==> src/verilog/cpuPkg.sv <==
package cpuPkg;

    localparam int DataWidth = 8;
    localparam int AddrWidth = 8;

    typedef enum logic [1:0] {
        ClassAlu    = 2'b00,
        ClassStore  = 2'b01,
        ClassBranch = 2'b10,
        ClassHalt   = 2'b11
    } instrClass_e;

    typedef enum logic [1:0] {
        ModeImm      = 2'b00,
        ModeDirect   = 2'b01,
        ModeIndirect = 2'b10,
        ModeImplied  = 2'b11
    } addrMode_e;

    typedef enum logic [3:0] {
        OpLda = 4'd0,
        OpAdd = 4'd1,
        OpSub = 4'd2,
        OpAnd = 4'd3,
        OpOr  = 4'd4,
        OpXor = 4'd5,
        OpCmp = 4'd6,
        OpShl = 4'd7,
        OpShr = 4'd8
    } aluOp_e;

    typedef enum logic [1:0] {CondAlways, CondZero, CondCarry, CondNeg} branchCond_e;

    // opcode byte, alu and store form
    typedef struct packed {
        instrClass_e instrClass;
        addrMode_e   mode;
        aluOp_e      aluOp;
    } aluForm_t;

    // opcode byte, branch form with pc-relative offset
    typedef struct packed {
        instrClass_e       instrClass;
        branchCond_e       cond;
        logic signed [3:0] offset;
    } branchForm_t;

    typedef union packed {
        aluForm_t    alu;
        branchForm_t branch;
    } instrWord_u;

    // phase lengths, code N means N+1 steps
    localparam logic [2:0] AddrCodeImm      = 3'd0;
    localparam logic [2:0] AddrCodeDirect   = 3'd1;
    localparam logic [2:0] AddrCodeIndirect = 3'd2;
    localparam logic [2:0] OpCodeAlu        = 3'd0;
    localparam logic [2:0] OpCodeStore      = 3'd1;
    localparam logic [2:0] OpCodeBranch     = 3'd1;
    localparam logic [2:0] OpCodeHalt       = 3'd0;

    // halt class with a single immediate-length addressing step
    localparam logic [DataWidth-1:0] ResetWord = {ClassHalt, ModeImm, OpLda};

    typedef struct packed {
        instrClass_e       instrClass;
        addrMode_e         mode;
        aluOp_e            aluOp;
        branchCond_e       cond;
        logic signed [3:0] offset;
        logic [2:0]        addressTimingCode;
        logic [2:0]        opTimingCode;
        logic              passAddressing;
        logic              isStore;
        logic              isHalt;
    } decodedInstr_t;

    typedef struct packed {
        logic       isAddressing;
        logic [2:0] timeOut;
    } phaseStep_t;

    typedef struct packed {
        logic zero;
        logic carry;
        logic negative;
    } flags_t;

    typedef struct packed {
        logic [DataWidth-1:0] value;
        flags_t               flags;
        logic                 writesAcc;
        logic                 writesFlags;
    } aluResult_t;

    // operation length of the instruction held in the register
    function automatic logic [2:0] opCodeOf(decodedInstr_t d);
        if (d.isStore)
            return OpCodeStore;
        case (d.instrClass)
            ClassBranch: return OpCodeBranch;
            ClassHalt: return OpCodeHalt;
            default: return OpCodeAlu;
        endcase
    endfunction

    // last operation step, which also fetches the next opcode
    function automatic logic isFetchStep(decodedInstr_t d, phaseStep_t s);
        return !s.isAddressing && (s.timeOut == opCodeOf(d));
    endfunction

endpackage

==> src/verilog/addressUnit.sv <==
`timescale 1ns/1ps

module addressUnit import cpuPkg::*; (
    input  logic                 clk,
    input  logic                 rst,
    input  decodedInstr_t        dec,
    input  phaseStep_t           step,
    input  logic [DataWidth-1:0] memRdata,
    input  logic                 branchTaken,
    input  logic [AddrWidth-1:0] branchTarget,
    output logic [AddrWidth-1:0] memAddr,
    output logic [DataWidth-1:0] operand,
    output logic [AddrWidth-1:0] effAddr,
    output logic [AddrWidth-1:0] pc
);

    instrWord_u fetched;
    logic       addrActive;
    logic       lastAddrStep;
    logic       storeWrite;
    logic       fetching;

    assign fetched = memRdata;

    // reset word runs an addressing step but reads nothing
    assign addrActive   = step.isAddressing && (dec.instrClass != ClassHalt);
    assign lastAddrStep = (step.timeOut == dec.addressTimingCode);
    assign storeWrite   = dec.isStore && !step.isAddressing && (step.timeOut == 3'd0);
    assign fetching     = isFetchStep(dec, step);

    // first addressing step reads at pc, later ones follow effAddr
    assign memAddr = ((step.isAddressing && step.timeOut != 3'd0) || storeWrite) ? effAddr : pc;

    always_ff @(posedge clk or negedge rst) begin
        if (!rst) begin
            pc <= '0;
        end else if (addrActive && step.timeOut == 3'd0) begin
            pc <= pc + 1'b1;
        end else if (branchTaken) begin
            pc <= branchTarget;
        end else if (fetching && fetched.alu.instrClass != ClassHalt) begin
            // halt keeps pc on itself
            pc <= pc + 1'b1;
        end
    end

    // pointer and address bytes go to effAddr, last byte is the operand
    always_ff @(posedge clk) begin
        if (addrActive) begin
            if (lastAddrStep)
                operand <= memRdata;
            else
                effAddr <= memRdata;
        end
    end

endmodule

==> src/verilog/executeUnit.sv <==
`timescale 1ns/1ps

module executeUnit import cpuPkg::*; (
    input  decodedInstr_t        dec,
    input  phaseStep_t           step,
    input  logic [DataWidth-1:0] operand,
    input  logic [AddrWidth-1:0] pc,
    input  logic [DataWidth-1:0] acc,
    input  flags_t               flags,
    output aluResult_t           result,
    output logic                 branchTaken,
    output logic [AddrWidth-1:0] branchTarget
);

    // extra bit catches carry or borrow
    logic [DataWidth:0] wide;
    logic               condMet;

    always_comb begin
        wide               = {1'b0, acc} - {1'b0, operand};
        result.value       = acc;
        result.flags       = flags;
        result.writesAcc   = (dec.instrClass == ClassAlu);
        result.writesFlags = (dec.instrClass == ClassAlu);
        case (dec.aluOp)
            OpLda: result.value = operand;
            OpAdd: begin
                wide               = {1'b0, acc} + {1'b0, operand};
                result.value       = wide[DataWidth-1:0];
                result.flags.carry = wide[DataWidth];
            end
            OpSub, OpCmp: begin
                // carry means no borrow
                result.value       = wide[DataWidth-1:0];
                result.flags.carry = !wide[DataWidth];
            end
            OpAnd: result.value = acc & operand;
            OpOr: result.value = acc | operand;
            OpXor: result.value = acc ^ operand;
            OpShl: begin
                result.value       = {acc[DataWidth-2:0], 1'b0};
                result.flags.carry = acc[DataWidth-1];
            end
            OpShr: begin
                result.value       = {1'b0, acc[DataWidth-1:1]};
                result.flags.carry = acc[0];
            end
            default: begin
                result.writesAcc   = 1'b0;
                result.writesFlags = 1'b0;
            end
        endcase
        // compare only updates flags
        if (dec.aluOp == OpCmp)
            result.writesAcc = 1'b0;
        result.flags.zero     = (result.value == '0);
        result.flags.negative = result.value[DataWidth-1];
    end

    always_comb begin
        case (dec.cond)
            CondZero: condMet = flags.zero;
            CondCarry: condMet = flags.carry;
            CondNeg: condMet = flags.negative;
            default: condMet = 1'b1;
        endcase
    end

    // pc already points past the branch opcode
    assign branchTarget = pc + {{(AddrWidth - 4){dec.offset[3]}}, dec.offset};
    assign branchTaken  = condMet && (dec.instrClass == ClassBranch)
                          && !step.isAddressing && (step.timeOut == 3'd0);

endmodule

==> src/verilog/instrDecode.sv <==
`timescale 1ns/1ps

module instrDecode import cpuPkg::*; (
    input  logic                 clk,
    input  logic                 rst,
    input  phaseStep_t           step,
    input  logic [DataWidth-1:0] memRdata,
    output decodedInstr_t        dec,
    output logic                 halted
);

    instrWord_u    ir;
    // low while the reset word sits in ir
    logic          irValid;
    decodedInstr_t irDec;
    decodedInstr_t fetchDec;
    logic          fetching;

    function automatic logic [2:0] addrCodeOf(addrMode_e mode);
        case (mode)
            ModeDirect: return AddrCodeDirect;
            ModeIndirect: return AddrCodeIndirect;
            default: return AddrCodeImm;
        endcase
    endfunction

    function automatic decodedInstr_t decode(instrWord_u w);
        decodedInstr_t d;
        d            = '0;
        d.instrClass = w.alu.instrClass;
        d.mode       = w.alu.mode;
        d.aluOp      = w.alu.aluOp;
        d.cond       = w.branch.cond;
        d.offset     = w.branch.offset;
        case (w.alu.instrClass)
            ClassAlu: begin
                d.passAddressing    = (w.alu.mode == ModeImplied);
                d.addressTimingCode = addrCodeOf(w.alu.mode);
            end
            ClassStore: begin
                // only memory modes give a target, others fall through as no-op
                d.isStore           = (w.alu.mode inside {ModeDirect, ModeIndirect});
                d.passAddressing    = !d.isStore;
                d.addressTimingCode = addrCodeOf(w.alu.mode);
            end
            ClassBranch: d.passAddressing = 1'b1;
            default: begin
                d.passAddressing = 1'b1;
                d.isHalt         = 1'b1;
            end
        endcase
        d.opTimingCode = opCodeOf(d);
        return d;
    endfunction

    always_comb begin
        irDec = decode(ir);
        if (!irValid) begin
            // reset word gets its addressing step, then a plain fetch
            irDec.isHalt         = 1'b0;
            irDec.passAddressing = 1'b0;
        end
    end

    assign fetchDec = decode(memRdata);
    assign fetching = isFetchStep(irDec, step);

    // timing fields switch to the incoming opcode during fetch
    always_comb begin
        dec = irDec;
        if (fetching) begin
            dec.addressTimingCode = fetchDec.addressTimingCode;
            dec.opTimingCode      = fetchDec.opTimingCode;
            dec.passAddressing    = fetchDec.passAddressing;
        end
    end

    always_ff @(posedge clk or negedge rst) begin
        if (!rst) begin
            ir      <= ResetWord;
            irValid <= 1'b0;
        end else if (fetching) begin
            ir      <= memRdata;
            irValid <= 1'b1;
        end
    end

    assign halted = irDec.isHalt;

    // fetched bytes from memory must be clean
    assert property (@(posedge clk) disable iff (!rst) !$isunknown(dec));

endmodule

==> src/verilog/resultUnit.sv <==
`timescale 1ns/1ps

module resultUnit import cpuPkg::*; (
    input  logic                 clk,
    input  logic                 rst,
    input  decodedInstr_t        dec,
    input  phaseStep_t           step,
    input  aluResult_t           result,
    input  logic [AddrWidth-1:0] effAddr,
    output logic                 memWe,
    output logic [DataWidth-1:0] memWdata,
    output logic [DataWidth-1:0] acc,
    output flags_t               flags
);

    logic commit;

    // alu ops retire on the edge closing their fetch step
    assign commit = (dec.instrClass == ClassAlu) && isFetchStep(dec, step);

    always_ff @(posedge clk or negedge rst) begin
        if (!rst) begin
            acc   <= '0;
            flags <= '0;
        end else if (commit) begin
            if (result.writesAcc)
                acc <= result.value;
            if (result.writesFlags)
                flags <= result.flags;
        end
    end

    // store writes on the first operation step
    assign memWe    = dec.isStore && !step.isAddressing && (step.timeOut == 3'd0);
    assign memWdata = acc;

    // write follows addressing directly and its target settled a cycle earlier
    assert property (@(posedge clk) disable iff (!rst)
        memWe |-> $past(step.isAddressing) && $stable(effAddr));

endmodule

==> src/verilog/timingGenerator.sv <==
`timescale 1ns/1ps

module timingGenerator import cpuPkg::*; (
    input  logic       clk,
    input  logic       rst,
    input  logic       passAddressing,
    input  logic [2:0] addressTimingCode,
    input  logic [2:0] opTimingCode,
    output phaseStep_t step
);

    // steps left in the phase, zero on its last step
    logic [2:0] negTime;
    logic [2:0] nextTime;
    logic [2:0] stepCnt;
    logic       isAddressing;
    logic       phaseEnd;

    assign phaseEnd = (negTime == 3'd0);

    always_comb begin
        if (!phaseEnd)
            nextTime = negTime - 3'd1;
        // codes here already belong to the next instruction on a fetch step
        else if (isAddressing || passAddressing)
            nextTime = opTimingCode;
        else
            nextTime = addressTimingCode;
    end

    always_ff @(posedge clk or negedge rst) begin
        if (!rst) begin
            // reset word runs one addressing step
            negTime      <= AddrCodeImm;
            stepCnt      <= 3'd0;
            isAddressing <= 1'b1;
        end else begin
            negTime <= nextTime;
            stepCnt <= phaseEnd ? 3'd0 : stepCnt + 3'd1;
            if (passAddressing)
                isAddressing <= 1'b0;
            else if (phaseEnd)
                isAddressing <= !isAddressing;
        end
    end

    assign step.isAddressing = isAddressing;
    assign step.timeOut      = stepCnt;

    // counting step stays inside the code decoded for the active phase
    assert property (@(posedge clk) disable iff (!rst)
        (isAddressing || !phaseEnd)
            |-> stepCnt <= (isAddressing ? addressTimingCode : opTimingCode));

endmodule

==> src/verilog/tinyCpu.sv <==
`timescale 1ns/1ps

module tinyCpu import cpuPkg::*; (
    input  logic                 clk,
    input  logic                 rst,
    output logic [AddrWidth-1:0] memAddr,
    output logic [DataWidth-1:0] memWdata,
    output logic                 memWe,
    input  logic [DataWidth-1:0] memRdata,
    output logic [DataWidth-1:0] acc,
    output logic                 halted
);

    decodedInstr_t        dec;
    phaseStep_t           step;
    aluResult_t           aluOut;
    flags_t               flags;
    logic [DataWidth-1:0] operand;
    logic [AddrWidth-1:0] effAddr;
    logic [AddrWidth-1:0] pc;
    logic [AddrWidth-1:0] branchTarget;
    logic                 branchTaken;

    instrDecode decode (
        .clk(clk),
        .rst(rst),
        .step(step),
        .memRdata(memRdata),
        .dec(dec),
        .halted(halted)
    );

    // codes and passAddressing come straight from decode
    timingGenerator timing (
        .clk(clk),
        .rst(rst),
        .passAddressing(dec.passAddressing),
        .addressTimingCode(dec.addressTimingCode),
        .opTimingCode(dec.opTimingCode),
        .step(step)
    );

    addressUnit addressing (
        .clk(clk),
        .rst(rst),
        .dec(dec),
        .step(step),
        .memRdata(memRdata),
        .branchTaken(branchTaken),
        .branchTarget(branchTarget),
        .memAddr(memAddr),
        .operand(operand),
        .effAddr(effAddr),
        .pc(pc)
    );

    executeUnit execute (
        .dec(dec),
        .step(step),
        .operand(operand),
        .pc(pc),
        .acc(acc),
        .flags(flags),
        .result(aluOut),
        .branchTaken(branchTaken),
        .branchTarget(branchTarget)
    );

    resultUnit result (
        .clk(clk),
        .rst(rst),
        .dec(dec),
        .step(step),
        .result(aluOut),
        .effAddr(effAddr),
        .memWe(memWe),
        .memWdata(memWdata),
        .acc(acc),
        .flags(flags)
    );

endmodule
==> config.mk <==
export PLATFORM = sky130hd
export DESIGN_NAME = tinyCpu
export DESIGN_NICKNAME = d
export VERILOG_FILES = /design/src/verilog/cpuPkg.sv /design/src/verilog/addressUnit.sv /design/src/verilog/executeUnit.sv /design/src/verilog/instrDecode.sv /design/src/verilog/resultUnit.sv /design/src/verilog/timingGenerator.sv /design/src/verilog/tinyCpu.sv
export SDC_FILE = /design/constraint.sdc
export NUM_CORES = 1
export LEC_CHECK = 0
export BUFFER_PORTS_ARGS = -buffer_cell sky130_fd_sc_hd__buf_2
export CAP_MARGIN = 10
export CORE_ASPECT_RATIO = 1.1
export CORE_MARGIN = 5
export CORE_UTILIZATION = 45
export CTS_BUF_LIST = sky130_fd_sc_hd__clkbuf_16
export DETAILED_ROUTE_END_ITERATION = 6
export PLACE_DENSITY = 0.75
export SKIP_CTS_REPAIR_TIMING = 1
export SLEW_MARGIN = 20
export SYNTH_ARGS = -nofsm -noshare
export SYNTH_HDL_FRONTEND = slang
export SYNTH_SLANG_ARGS = --single-unit
==> constraint.sdc <==
create_clock -name clk -period 4.4 [get_ports clk]
set_input_delay 0.88 -clock clk [delete_from_list [all_inputs] [get_ports clk]]
set_output_delay 0.88 -clock clk [all_outputs]
set_load 0.005 [all_outputs]
==> out/metrics.csv, run 1 <==
stage;metric;value;unit
floorplan;core-area;9310;um^2
floorplan;die_h;112;um
sta;finClkSkew;0.00900;ns
clock_network;clock_latency;0.30;ns
worst_setup_path;r2r-end;result.flags[2];
layout;multi_input_area;2610;um^2
logic_synthesis;async_flop_share;0.686;
global_route;antenna_found_initial;0;
sta;post-route-period-util;0.806;
sta;timing.setup.tns;0;ns
worst_setup_path;cp-end-kind;flip-flop;
clock_network;cts_root_buf;clkbuf_16;
sta;maxSlewHeadroom;0.215;
layout;drive_above_1_share;0.166;
routing;routed_wl;10.4;mm
clock_network;cts_buffers;5;
logic_synthesis;synth-seq-cells;51;
worst_setup_path;crit_type;reg -> reg;
global_route;grt_pass1_vias;3575;
worst_hold_path;min_to;addressing.pc[7];
logic_synthesis;syn-instance-count;474;
logic_synthesis;yosys_warnings;0;
worst_hold_path;hold_depth;1;
worst_setup_path;r2r-start;decode.ir[4];
logic_synthesis;synth.net_count;531;
sta;fin_ws;0.852;ns
power;p_leak;2.04;nW
routing;ant_nets;0;
power;p_per_area;768;nW/um^2
worst_setup_path;reg2reg_depth;9;
placement;pre_cts_ws;0.846;ns
sta;setup_viol;0;
clock_network;cts_tree;done;
logic_synthesis;ys.flop_type;dfrtp_1;
job;maxCapViolations;0;
logic_synthesis;synth_edf_count;16;
worst_setup_path;r2r_slack;0.85;ns
placement;finalWeightedCongestion;0.873;
placement;placed_area;4490;um^2
floorplan;dieArea;11500;um^2
floorplan;chipWidth;103;um
worst_hold_path;holdCritPathClass;reg -> reg;
placement;io_buffers;35;
power;power;0.00356;W
placement;place_hpwl;7.88;mm
layout;area_delta_synth_final;8.71;%
sta;layout_min_cycle_time;3.55;ns
layout;finalInstanceArea;4640;um^2
placement;placedCellCount;604;
logic_synthesis;yosysUniqueCellTypes;62;
routing;drc;0;
layout;fillers;857;
logic_synthesis;synth_area_per_cell;9.00;um^2
global_route;grt_max_degree;36;
clock_network;htreeDepth;2;
global_route;grt_use_total;0.187;
global_route;grt.overflow.total;0;
layout;finalNonFillerCells;612;
clock_network;clk_pin_slew;0.07;ns
layout;n_antenna_cell;0;
logic_synthesis;syn-cell-area;4270;um^2
worst_setup_path;cp.arrival;3.73;ns
floorplan;start_util;0.459;
run_status;outcome;finished clean;
floorplan;rows;37;
layout;most-common-layout-cells;ha_1 (44), inv_1 (42), o21ai_0 (35), buf_2 (35), a21oi_1 (34);
routing;via_per_inst;5.90;
sta;rsz0062_at_grt;false;
layout;seqCellArea;1360;um^2
logic_synthesis;synth-seq-area-share;0.319;
layout;layout.nets;551;
sta;max_freq;282;MHz
power;vdd_ir_drop_max;0.000297;V
clock_network;clock_sinks;51;
global_route;grt_pass1_wl;17.5;mm
routing;num_vias;3612;
sta;hold_violations;0;
routing;avgRoutedWirePerCell;17.0;um
worst_setup_path;crit_path_start_kind;flip-flop;
floorplan;io_pins;36;
sta;slew_viol_final;0;
worst_hold_path;hp-start;addressing.pc[7];
routing;drtPass1Iterations;5;
sta;tightest_slew;1.17;ns
clock_network;ctsLongestPathBuffers;2;
worst_setup_path;crit_required;4.58;ns
worst_setup_path;critPathMaxFanout;17;
routing;drtIter0Drc;294;
layout;mostFrequentLayoutCell;ha_1;
Yosys cell counts (3+ instances only):
cell	instances	area, um^2
or2_2	4	25.0
a211oi_1	3	22.5
nand2_1	33	124
o21bai_1	5	37.5
a22oi_1	4	30.0
nand4_1	4	25.0
a21oi_1	34	170
xnor2_1	13	114
nor4_1	4	25.0
nand3_1	3	15.0
dfrtp_1	32	801
ha_1	44	551
nor2b_1	8	50.1
a21o_1	5	37.5
nand2b_1	15	93.8
a221oi_1	5	43.8
dfstp_2	3	78.8
and2_1	3	18.8
or3_1	3	18.8
mux2_2	21	236
edfxtp_1	16	480
inv_1	42	158
and3_1	4	25.0
o21ai_0	35	175
o211ai_1	4	30.0
xor2_1	5	43.8
mux2i_1	9	90.1
o311ai_0	3	26.3
nor3_1	9	45.0
o221ai_1	3	26.3
clkbuf_1	18	67.6
o22ai_1	4	25.0
buf_4	8	60.1
nor2_1	30	113
fa_1	3	60.1
stage by stage:
step                       util  hold slack, ns
after floorplan               -           0.438
after global placement    0.482           0.453
after detailed placement  0.482           0.458
after CTS                 0.498           0.471
after global routing      0.498           0.499
final                     0.498           0.476
registers in the layout (all words and copies together), names as in the netlist:
register	count
addressing.operand	8
decode.ir	8
timing.negTime	3
result.flags	3
addressing.pc	8
timing.stepCnt	3
result.acc	8
decode.irValid	1
addressing.effAddr	8
timing.isAddressing	1
kinds of logic (layout without fill, tap and decap cells):
kind of cell               after synthesis  count (layout)  share of synthesized area
AOI/OAI and AO/OA                      129             129                      0.197
adders and majority gates               47              47                      0.143
buffers and inverters                   70              91                     0.0704
muxes                                   31              31                     0.0818
DFF                                     51              51                      0.319
and+or+nand+nor                        128             128                      0.152
xor gates and xnor gates                18              18                     0.0369
worst max path at each step:
| stage | endpoint | depth (start not counted) | startpoint | slack [ns] |
|---|---|---|---|---|
| 2_1_floorplan | addressing.operand[0] | 9 | decode.ir[4] | 1.22 |
| 3_3_place_gp | result.flags[2] | 9 | decode.ir[4] | 1.04 |
| 3_5_place_dp | result.flags[2] | 9 | decode.ir[4] | 0.85 |
| 4_1_cts | result.flags[2] | 9 | decode.ir[4] | 0.86 |
| 5_1_grt | result.flags[2] | 9 | decode.ir[4] | 0.68 |
| 6_report | result.flags[2] | 9 | decode.ir[4] | 0.85 |
cell type report:
type / instances / area share
multi-input cells: 353 / 0.562
flip-flops and latches: 51 / 0.293
repair buffers: 40 / 0.0459
inverters: 43 / 0.0348
well taps: 117 / 0.0316
clock buffers: 5 / 0.0270
clock inverters: 3 / 0.00566
per-layer routing:
metal	up-vias	share of wire	global-route usage
met3	20	0.045	0.0242
met5	-	0	0
met4	0	0.020	0.0648
li1	1733	-	-
met1	1746	0.44	0.252
met2	113	0.49	0.305
critical path, cell delays in order, from the launching register on:
cell	delay, ns
dfrtp_1	0.41
inv_1	0.10
ha_1	0.31
and3b_1	0.22
or3_1	0.37
a21o_1	0.40
or4_4	0.60
a211o_1	0.28
or4b_1	0.53
o41ai_2	0.23
where the power goes:
group          internal [W]  switching [W]
logic              0.000986        0.00122
registers          0.000677       0.000284
clock network      0.000216       0.000182
No activity file was read; power rests on OpenSTA's default activity.
==> run 2: changes to the inputs <==
- clock period: 4.4 -> 3.56 ns (I/O delays scaled with it)
==> run 2 against run 1 <==
- largest cell class unchanged
- first-iteration DRC count rose by 4.1%
- critical endpoint unchanged
- utilization increased by 0.63 points
- combinational power rose by 28%
- non-clock buffer count rose by 5
- count of clock-buffer cells in the layout stayed put
- critical path depth unchanged
- sequential share of layout area shrank 0.37 points
- largest power group unchanged
- register-to-register slack lost 0.54 ns
==> out/metrics.csv, run 2 (synthesis results as in run 1) <==
stage;metric;value;unit;change
run_status;outcome;finished clean;;
global_route;antenna_found_initial;0;;unchanged
sta;maxSlewHeadroom;0.449;;+0.235
routing;via_per_inst;5.98;;+1.3%
floorplan;dieArea;11500;um^2;unchanged
clock_network;cts_tree;done;;
worst_setup_path;path_cells;inv_1, ha_1, and3b_1, or3_1, a21o_1, or4_4, a211o_1, or4b_1, o41ai_2;;
layout;most-common-layout-cells;ha_1 (44), inv_1 (43), o21ai_0 (35), buf_2 (35), a21oi_1 (34);;
sta;slew_viol_final;0;;unchanged
worst_hold_path;holdCritPathClass;reg -> reg;;
routing;drc;0;;unchanged
worst_setup_path;max_stage_delay;0.53;ns;-0.07 ns
worst_hold_path;hp-start;addressing.pc[7];;
routing;drtIter0Drc;306;;+4.1%
power;vdd_ir_drop_max;0.000422;V;+42%
worst_setup_path;crit_path_start_kind;flip-flop;;
floorplan;chipWidth;103;um;unchanged
layout;mostFrequentLayoutCell;ha_1;;
clock_network;clk_pin_slew;0.07;ns;about the same
clock_network;htreeDepth;2;;unchanged
global_route;grt_max_degree;36;;unchanged
sta;setup_viol;0;;unchanged
global_route;grt_use_total;0.195;;+0.00816
floorplan;rows;37;;unchanged
layout;drive_above_1_share;0.174;;+0.00834
worst_setup_path;r2r-start;decode.ir[4];;
worst_setup_path;critPathMaxFanout;5;;-12
worst_setup_path;crit_type;reg -> reg;;
routing;drtPass1Iterations;5;;unchanged
floorplan;io_pins;36;;unchanged
worst_setup_path;crit_path_top_delay_cell;or4b_1;;
global_route;grt_pass1_wl;18.2;mm;+3.7%
clock_network;cts_root_buf;clkbuf_16;;
worst_setup_path;reg2reg_depth;9;;unchanged
worst_setup_path;r2r_slack;0.32;ns;-0.54 ns
worst_setup_path;r2r-end;result.flags[2];;
floorplan;die_h;112;um;unchanged
global_route;grt_pass1_vias;3772;;+5.5%
layout;area_delta_synth_final;10.1;%;
placement;io_buffers;35;;unchanged
power;p_leak;2.08;nW;+1.8%
power;p_per_area;966;nW/um^2;+26%
clock_network;cts_buffers;5;;unchanged
sta;post-route-period-util;0.911;;+0.105
floorplan;core-area;9310;um^2;unchanged
placement;place_hpwl;8.07;mm;+2.4%
sta;max_freq;308;MHz;+9.4%
routing;ant_nets;0;;unchanged
routing;avgRoutedWirePerCell;17.5;um;+2.9%
clock_network;ctsLongestPathBuffers;2;;unchanged
job;maxCapViolations;0;;unchanged
worst_setup_path;crit_required;3.75;ns;-0.83 ns
layout;layout.nets;556;;+0.91%
clock_network;clock_latency;0.29;ns;about the same
routing;routed_wl;10.8;mm;+3.7%
routing;num_vias;3688;;+2.1%
worst_hold_path;hold_depth;1;;unchanged
sta;timing.setup.tns;0;ns;unchanged
placement;finalWeightedCongestion;0.930;;+6.6%
sta;rsz0062_at_grt;false;;
sta;finClkSkew;0.00435;ns;-0.00466 ns
global_route;grt.overflow.total;0;;unchanged
sta;tightest_slew;0.826;ns;-0.343 ns
sta;layout_min_cycle_time;3.24;ns;-0.304 ns
clock_network;clock_sinks;51;;unchanged
layout;finalNonFillerCells;617;;+0.82%
floorplan;start_util;0.459;;unchanged
sta;hold_violations;0;;unchanged
worst_setup_path;cp-end-kind;flip-flop;;
worst_hold_path;min_to;addressing.pc[7];;
layout;n_antenna_cell;0;;unchanged
placement;placedCellCount;609;;+0.83%
worst_setup_path;cp.arrival;3.44;ns;-0.29 ns
-- run 2: cell types whose count changed in the layout (fill, tap and decap cells not counted), sizes merged --
cell / change
clkinv: -1
bufinv: +1
buf: +5
-- run 2: power breakdown --
group	internal (W)	switching (W)	total, W	leakage [nW]
sequential	0.000837	0.000319	0.00116	0.561
combinational	0.00126	0.00158	0.00283	1.43
clock	0.000332	0.000216	0.000547	0.0856
total	0.00243	0.00211	0.00454	2.08
-- run 2: how the worst max path moves through the flow --
stage                                        to          from  slack [ns]  cells after the start
after detailed placement        result.flags[2]  decode.ir[4]        0.35                      9
final                           result.flags[2]  decode.ir[4]        0.32                      9
after global routing            result.flags[2]  decode.ir[4]        0.13                      9
after CTS                       result.flags[2]  decode.ir[4]        0.31                      9
after floorplan           addressing.operand[0]  decode.ir[4]        0.38                      9
after global placement          result.flags[2]  decode.ir[4]        0.45                      9
-- run 2: cell type report --
type	count	area [um^2]
multi-input combinational	353	2610
fill	845	4610
clock inverter	3	42.5
timing repair buffer	45	250
tap	117	146
clock buffer	5	125
sequential	51	1360
inverter	43	161
-- run 2: metrics by stage --
stage | worst slack [ns] | utilization | hold slack (ns) | instance area [um^2] | total power (W)
after detailed placement | 0.354 | 0.486 | 0.466 | 4520 | 0.00393
after global routing | 0.132 | 0.505 | 0.486 | 4700 | 0.00493
after floorplan | 0.379 | - | 0.416 | 4270 | 0.00321
after CTS | 0.306 | 0.504 | 0.477 | 4690 | 0.00451
after global placement | 0.454 | 0.486 | 0.460 | 4520 | 0.00386
final | 0.316 | 0.505 | 0.478 | 4700 | 0.00454
-- run 2: worst max-delay path: cells and delay by family (launching register included) --
family | cells | cell delay (ns)
and+or+nand+nor | 4 | 1.64
AOI/OAI and AO/OA | 3 | 0.68
DFF | 1 | 0.40
adders and majority gates | 1 | 0.32
buffers and inverters | 1 | 0.10
-- run 2: metal layers --
layer,vias up,GRT usage,wire [um]
met4,0,0.0622,231
li1,1741,-,-
met3,28,0.0329,715
met5,-,0,0
met2,155,0.326,5350
met1,1764,0.254,4520
==> run 3: changes to the inputs <==
- SYNTH_HIERARCHICAL: unset -> 1
- clock period: 3.56 -> 3.7 ns (I/O delays scaled with it)
==> run 3 against run 2 <==
- register-to-register slack gained 0.29 ns
- die area up 9.0%
- highest routed layer unchanged
- routed wire length is 5.5% higher
- critical path type is now reg -> out
==> out/metrics.csv, run 3 <==
stage;metric;value;unit;change
logic_synthesis;yosys_warnings;6;;+6
sta;setup_viol;0;;unchanged
global_route;grt_pass1_wl;18.5;mm;+1.9%
clock_network;clock_sinks;51;;unchanged
placement;place_hpwl;8.49;mm;+5.2%
floorplan;start_util;0.456;;-0.00281
layout;mostFrequentLayoutCell;inv_1;;
floorplan;dieArea;12600;um^2;+9.0%
floorplan;rows;39;;+5.4%
global_route;grt_pass1_vias;3777;;+0.13%
worst_setup_path;crit_path_start_kind;flip-flop;;
sta;hold_violations;0;;unchanged
worst_setup_path;cp.arrival;2.43;ns;-1.01 ns
sta;maxSlewHeadroom;0.325;;-0.125
clock_network;cts_root_buf;clkbuf_16;;
power;p_sw;0.00219;W;+3.9%
power;switching_share;0.473;;+0.00748
sta;finClkSkew;0.00768;ns;+0.00333 ns
placement;finalWeightedCongestion;0.930;;about the same
clock_network;htreeDepth;2;;unchanged
power;p_seq_frac;0.264;;+0.009
sta;rsz0062_at_grt;false;;
routing;drtPass1Iterations;5;;unchanged
sta;layout_min_cycle_time;3.17;ns;
routing;drc;0;;unchanged
sta;max_freq;315;MHz;
worst_hold_path;holdCritPathClass;reg -> reg;;
layout;area_delta_synth_final;7.55;%;
floorplan;die_h;117;um;+4.4%
job;maxCapViolations;0;;unchanged
worst_setup_path;crit_required;2.96;ns;-0.79 ns
placement;io_buffers;35;;unchanged
layout;n_antenna_cell;0;;unchanged
floorplan;io_pins;36;;unchanged
clock_network;cts_buffers;5;;unchanged
clock_network;cts_tree;done;;
logic_synthesis;synth_area_per_cell;9.15;um^2;+1.6%
sta;tightest_slew;1.01;ns;+0.187 ns
power;p_leak;2.28;nW;+9.6%
worst_setup_path;critPathMaxFanout;8;;+3
sta;fin_ws;0.530;ns;+0.214 ns
worst_setup_path;cp-end-kind;output port;;
floorplan;core-area;10300;um^2;+11%
power;clock_power_share;0.109;;-0.012
layout;postLayoutCoreUtil;0.490;;-0.0147
run_status;outcome;finished clean;;
power;power;0.00464;W;+2.2%
routing;ant_nets;0;;unchanged
sta;post-route-period-util;0.857;;
logic_synthesis;syn-instance-count;513;;+8.2%
worst_setup_path;crit_type;reg -> out;;
placement;pre_cts_ws;0.656;ns;+0.302 ns
layout;drive_above_1_share;0.204;;+0.0298
global_route;antenna_found_initial;0;;unchanged
routing;avgRoutedWirePerCell;17.0;um;-3.3%
clock_network;clk_pin_slew;0.06;ns;about the same
routing;drtIter0Drc;204;;-33%
routing;num_vias;3860;;+4.7%
logic_synthesis;syn-cell-area;4690;um^2;+10%
power;p_per_area;919;nW/um^2;-4.8%
global_route;grt.overflow.total;0;;unchanged
routing;routed_wl;11.4;mm;+5.5%
clock_network;clock_latency;0.29;ns;about the same
power;vdd_ir_drop_max;0.000469;V;+11%
floorplan;chipWidth;107;um;+4.4%
power;internal_power;0.00245;W;+0.80%
clock_network;ctsLongestPathBuffers;2;;unchanged
power;power_frac_comb;0.627;;+0.002
global_route;grt_max_degree;36;;unchanged
routing;via_per_inst;5.74;;-4.0%
sta;slew_viol_final;0;;unchanged
global_route;grt_use_total;0.182;;-0.0127
layout;layout.nets;584;;+5.0%
sta;timing.setup.tns;0;ns;unchanged
layout;most-common-layout-cells;inv_1 (44), a21oi_1 (43), ha_1 (42);;
[run 3: cell types whose count changed in the layout (fill, tap and decap cells not counted), sizes merged, moves of 5 or more]
cell,before,now
a21oi,34,45
a31oi,2,7
o21ai,35,30
nor3,9,18
mux2i,9,18
mux2,21,26
nand2b,15,6
nand3,3,10
[run 3: critical path, stage by stage (launching register included)]
cell and delay [ns]:
dfrtp_1 0.41, inv_1 0.09, ha_1 0.33, nor3b_2 0.46
nor3b_2 0.27, a21oi_2 0.12, mux2_2 0.33, buf_2 0.13
[run 3: worst paths after layout]
check                               start                 to  slack, ns  depth (start not counted)
setup / recovery             decode/ir[4]         memAddr[7]       0.53                          7
hold / removal             decode/irValid     decode/irValid       0.51                          1
setup reg to reg            result/acc[0]    result/flags[2]       0.61                         11
hold reg to reg            decode/irValid     decode/irValid       0.51                          1
max in group asynchronous             rst   addressing/pc[1]       2.60                          1
min in group asynchronous             rst  timing/negTime[2]       0.57                          1
[run 3: power by group through the flow]
stage | sequential, W | combinational [W] | clock, W
after floorplan | 0.00102 | 0.00242 | 0
after global placement | 0.00121 | 0.00278 | 0
after detailed placement | 0.00123 | 0.00286 | 0
after CTS | 0.00122 | 0.00289 | 0.000517
after global routing | 0.00128 | 0.00320 | 0.000539
final | 0.00122 | 0.00291 | 0.000507
[run 3: area by class of cell]
| cell class | instances | area, um^2 |
|---|---|---|
| clock buffer | 5 | 125 |
| clock inverter | 3 | 37.5 |
| fill | 938 | 5250 |
| inverter | 43 | 161 |
| multi-input combinational | 382 | 2930 |
| sequential | 51 | 1360 |
| tap | 143 | 179 |
| timing repair buffer | 46 | 258 |
[run 3: metrics by stage]
step,cells,hold slack (ns),cell area (um^2)
6_report,673,0.505,5050
5_1_grt,673,0.532,5050
4_1_cts,673,0.508,5050
3_5_place_dp,665,0.489,4880
3_3_place_gp,665,0.466,4880
2_1_floorplan,515,0.443,4700
[run 3: per-layer routing]
layer / part of all wire / global-route usage / vias up
met5: 0 / 0 / -
met4: 0.024 / 0.0623 / 0
met3: 0.046 / 0.0176 / 26
met2: 0.50 / 0.330 / 130
met1: 0.43 / 0.228 / 1852
li1: - / - / 1852
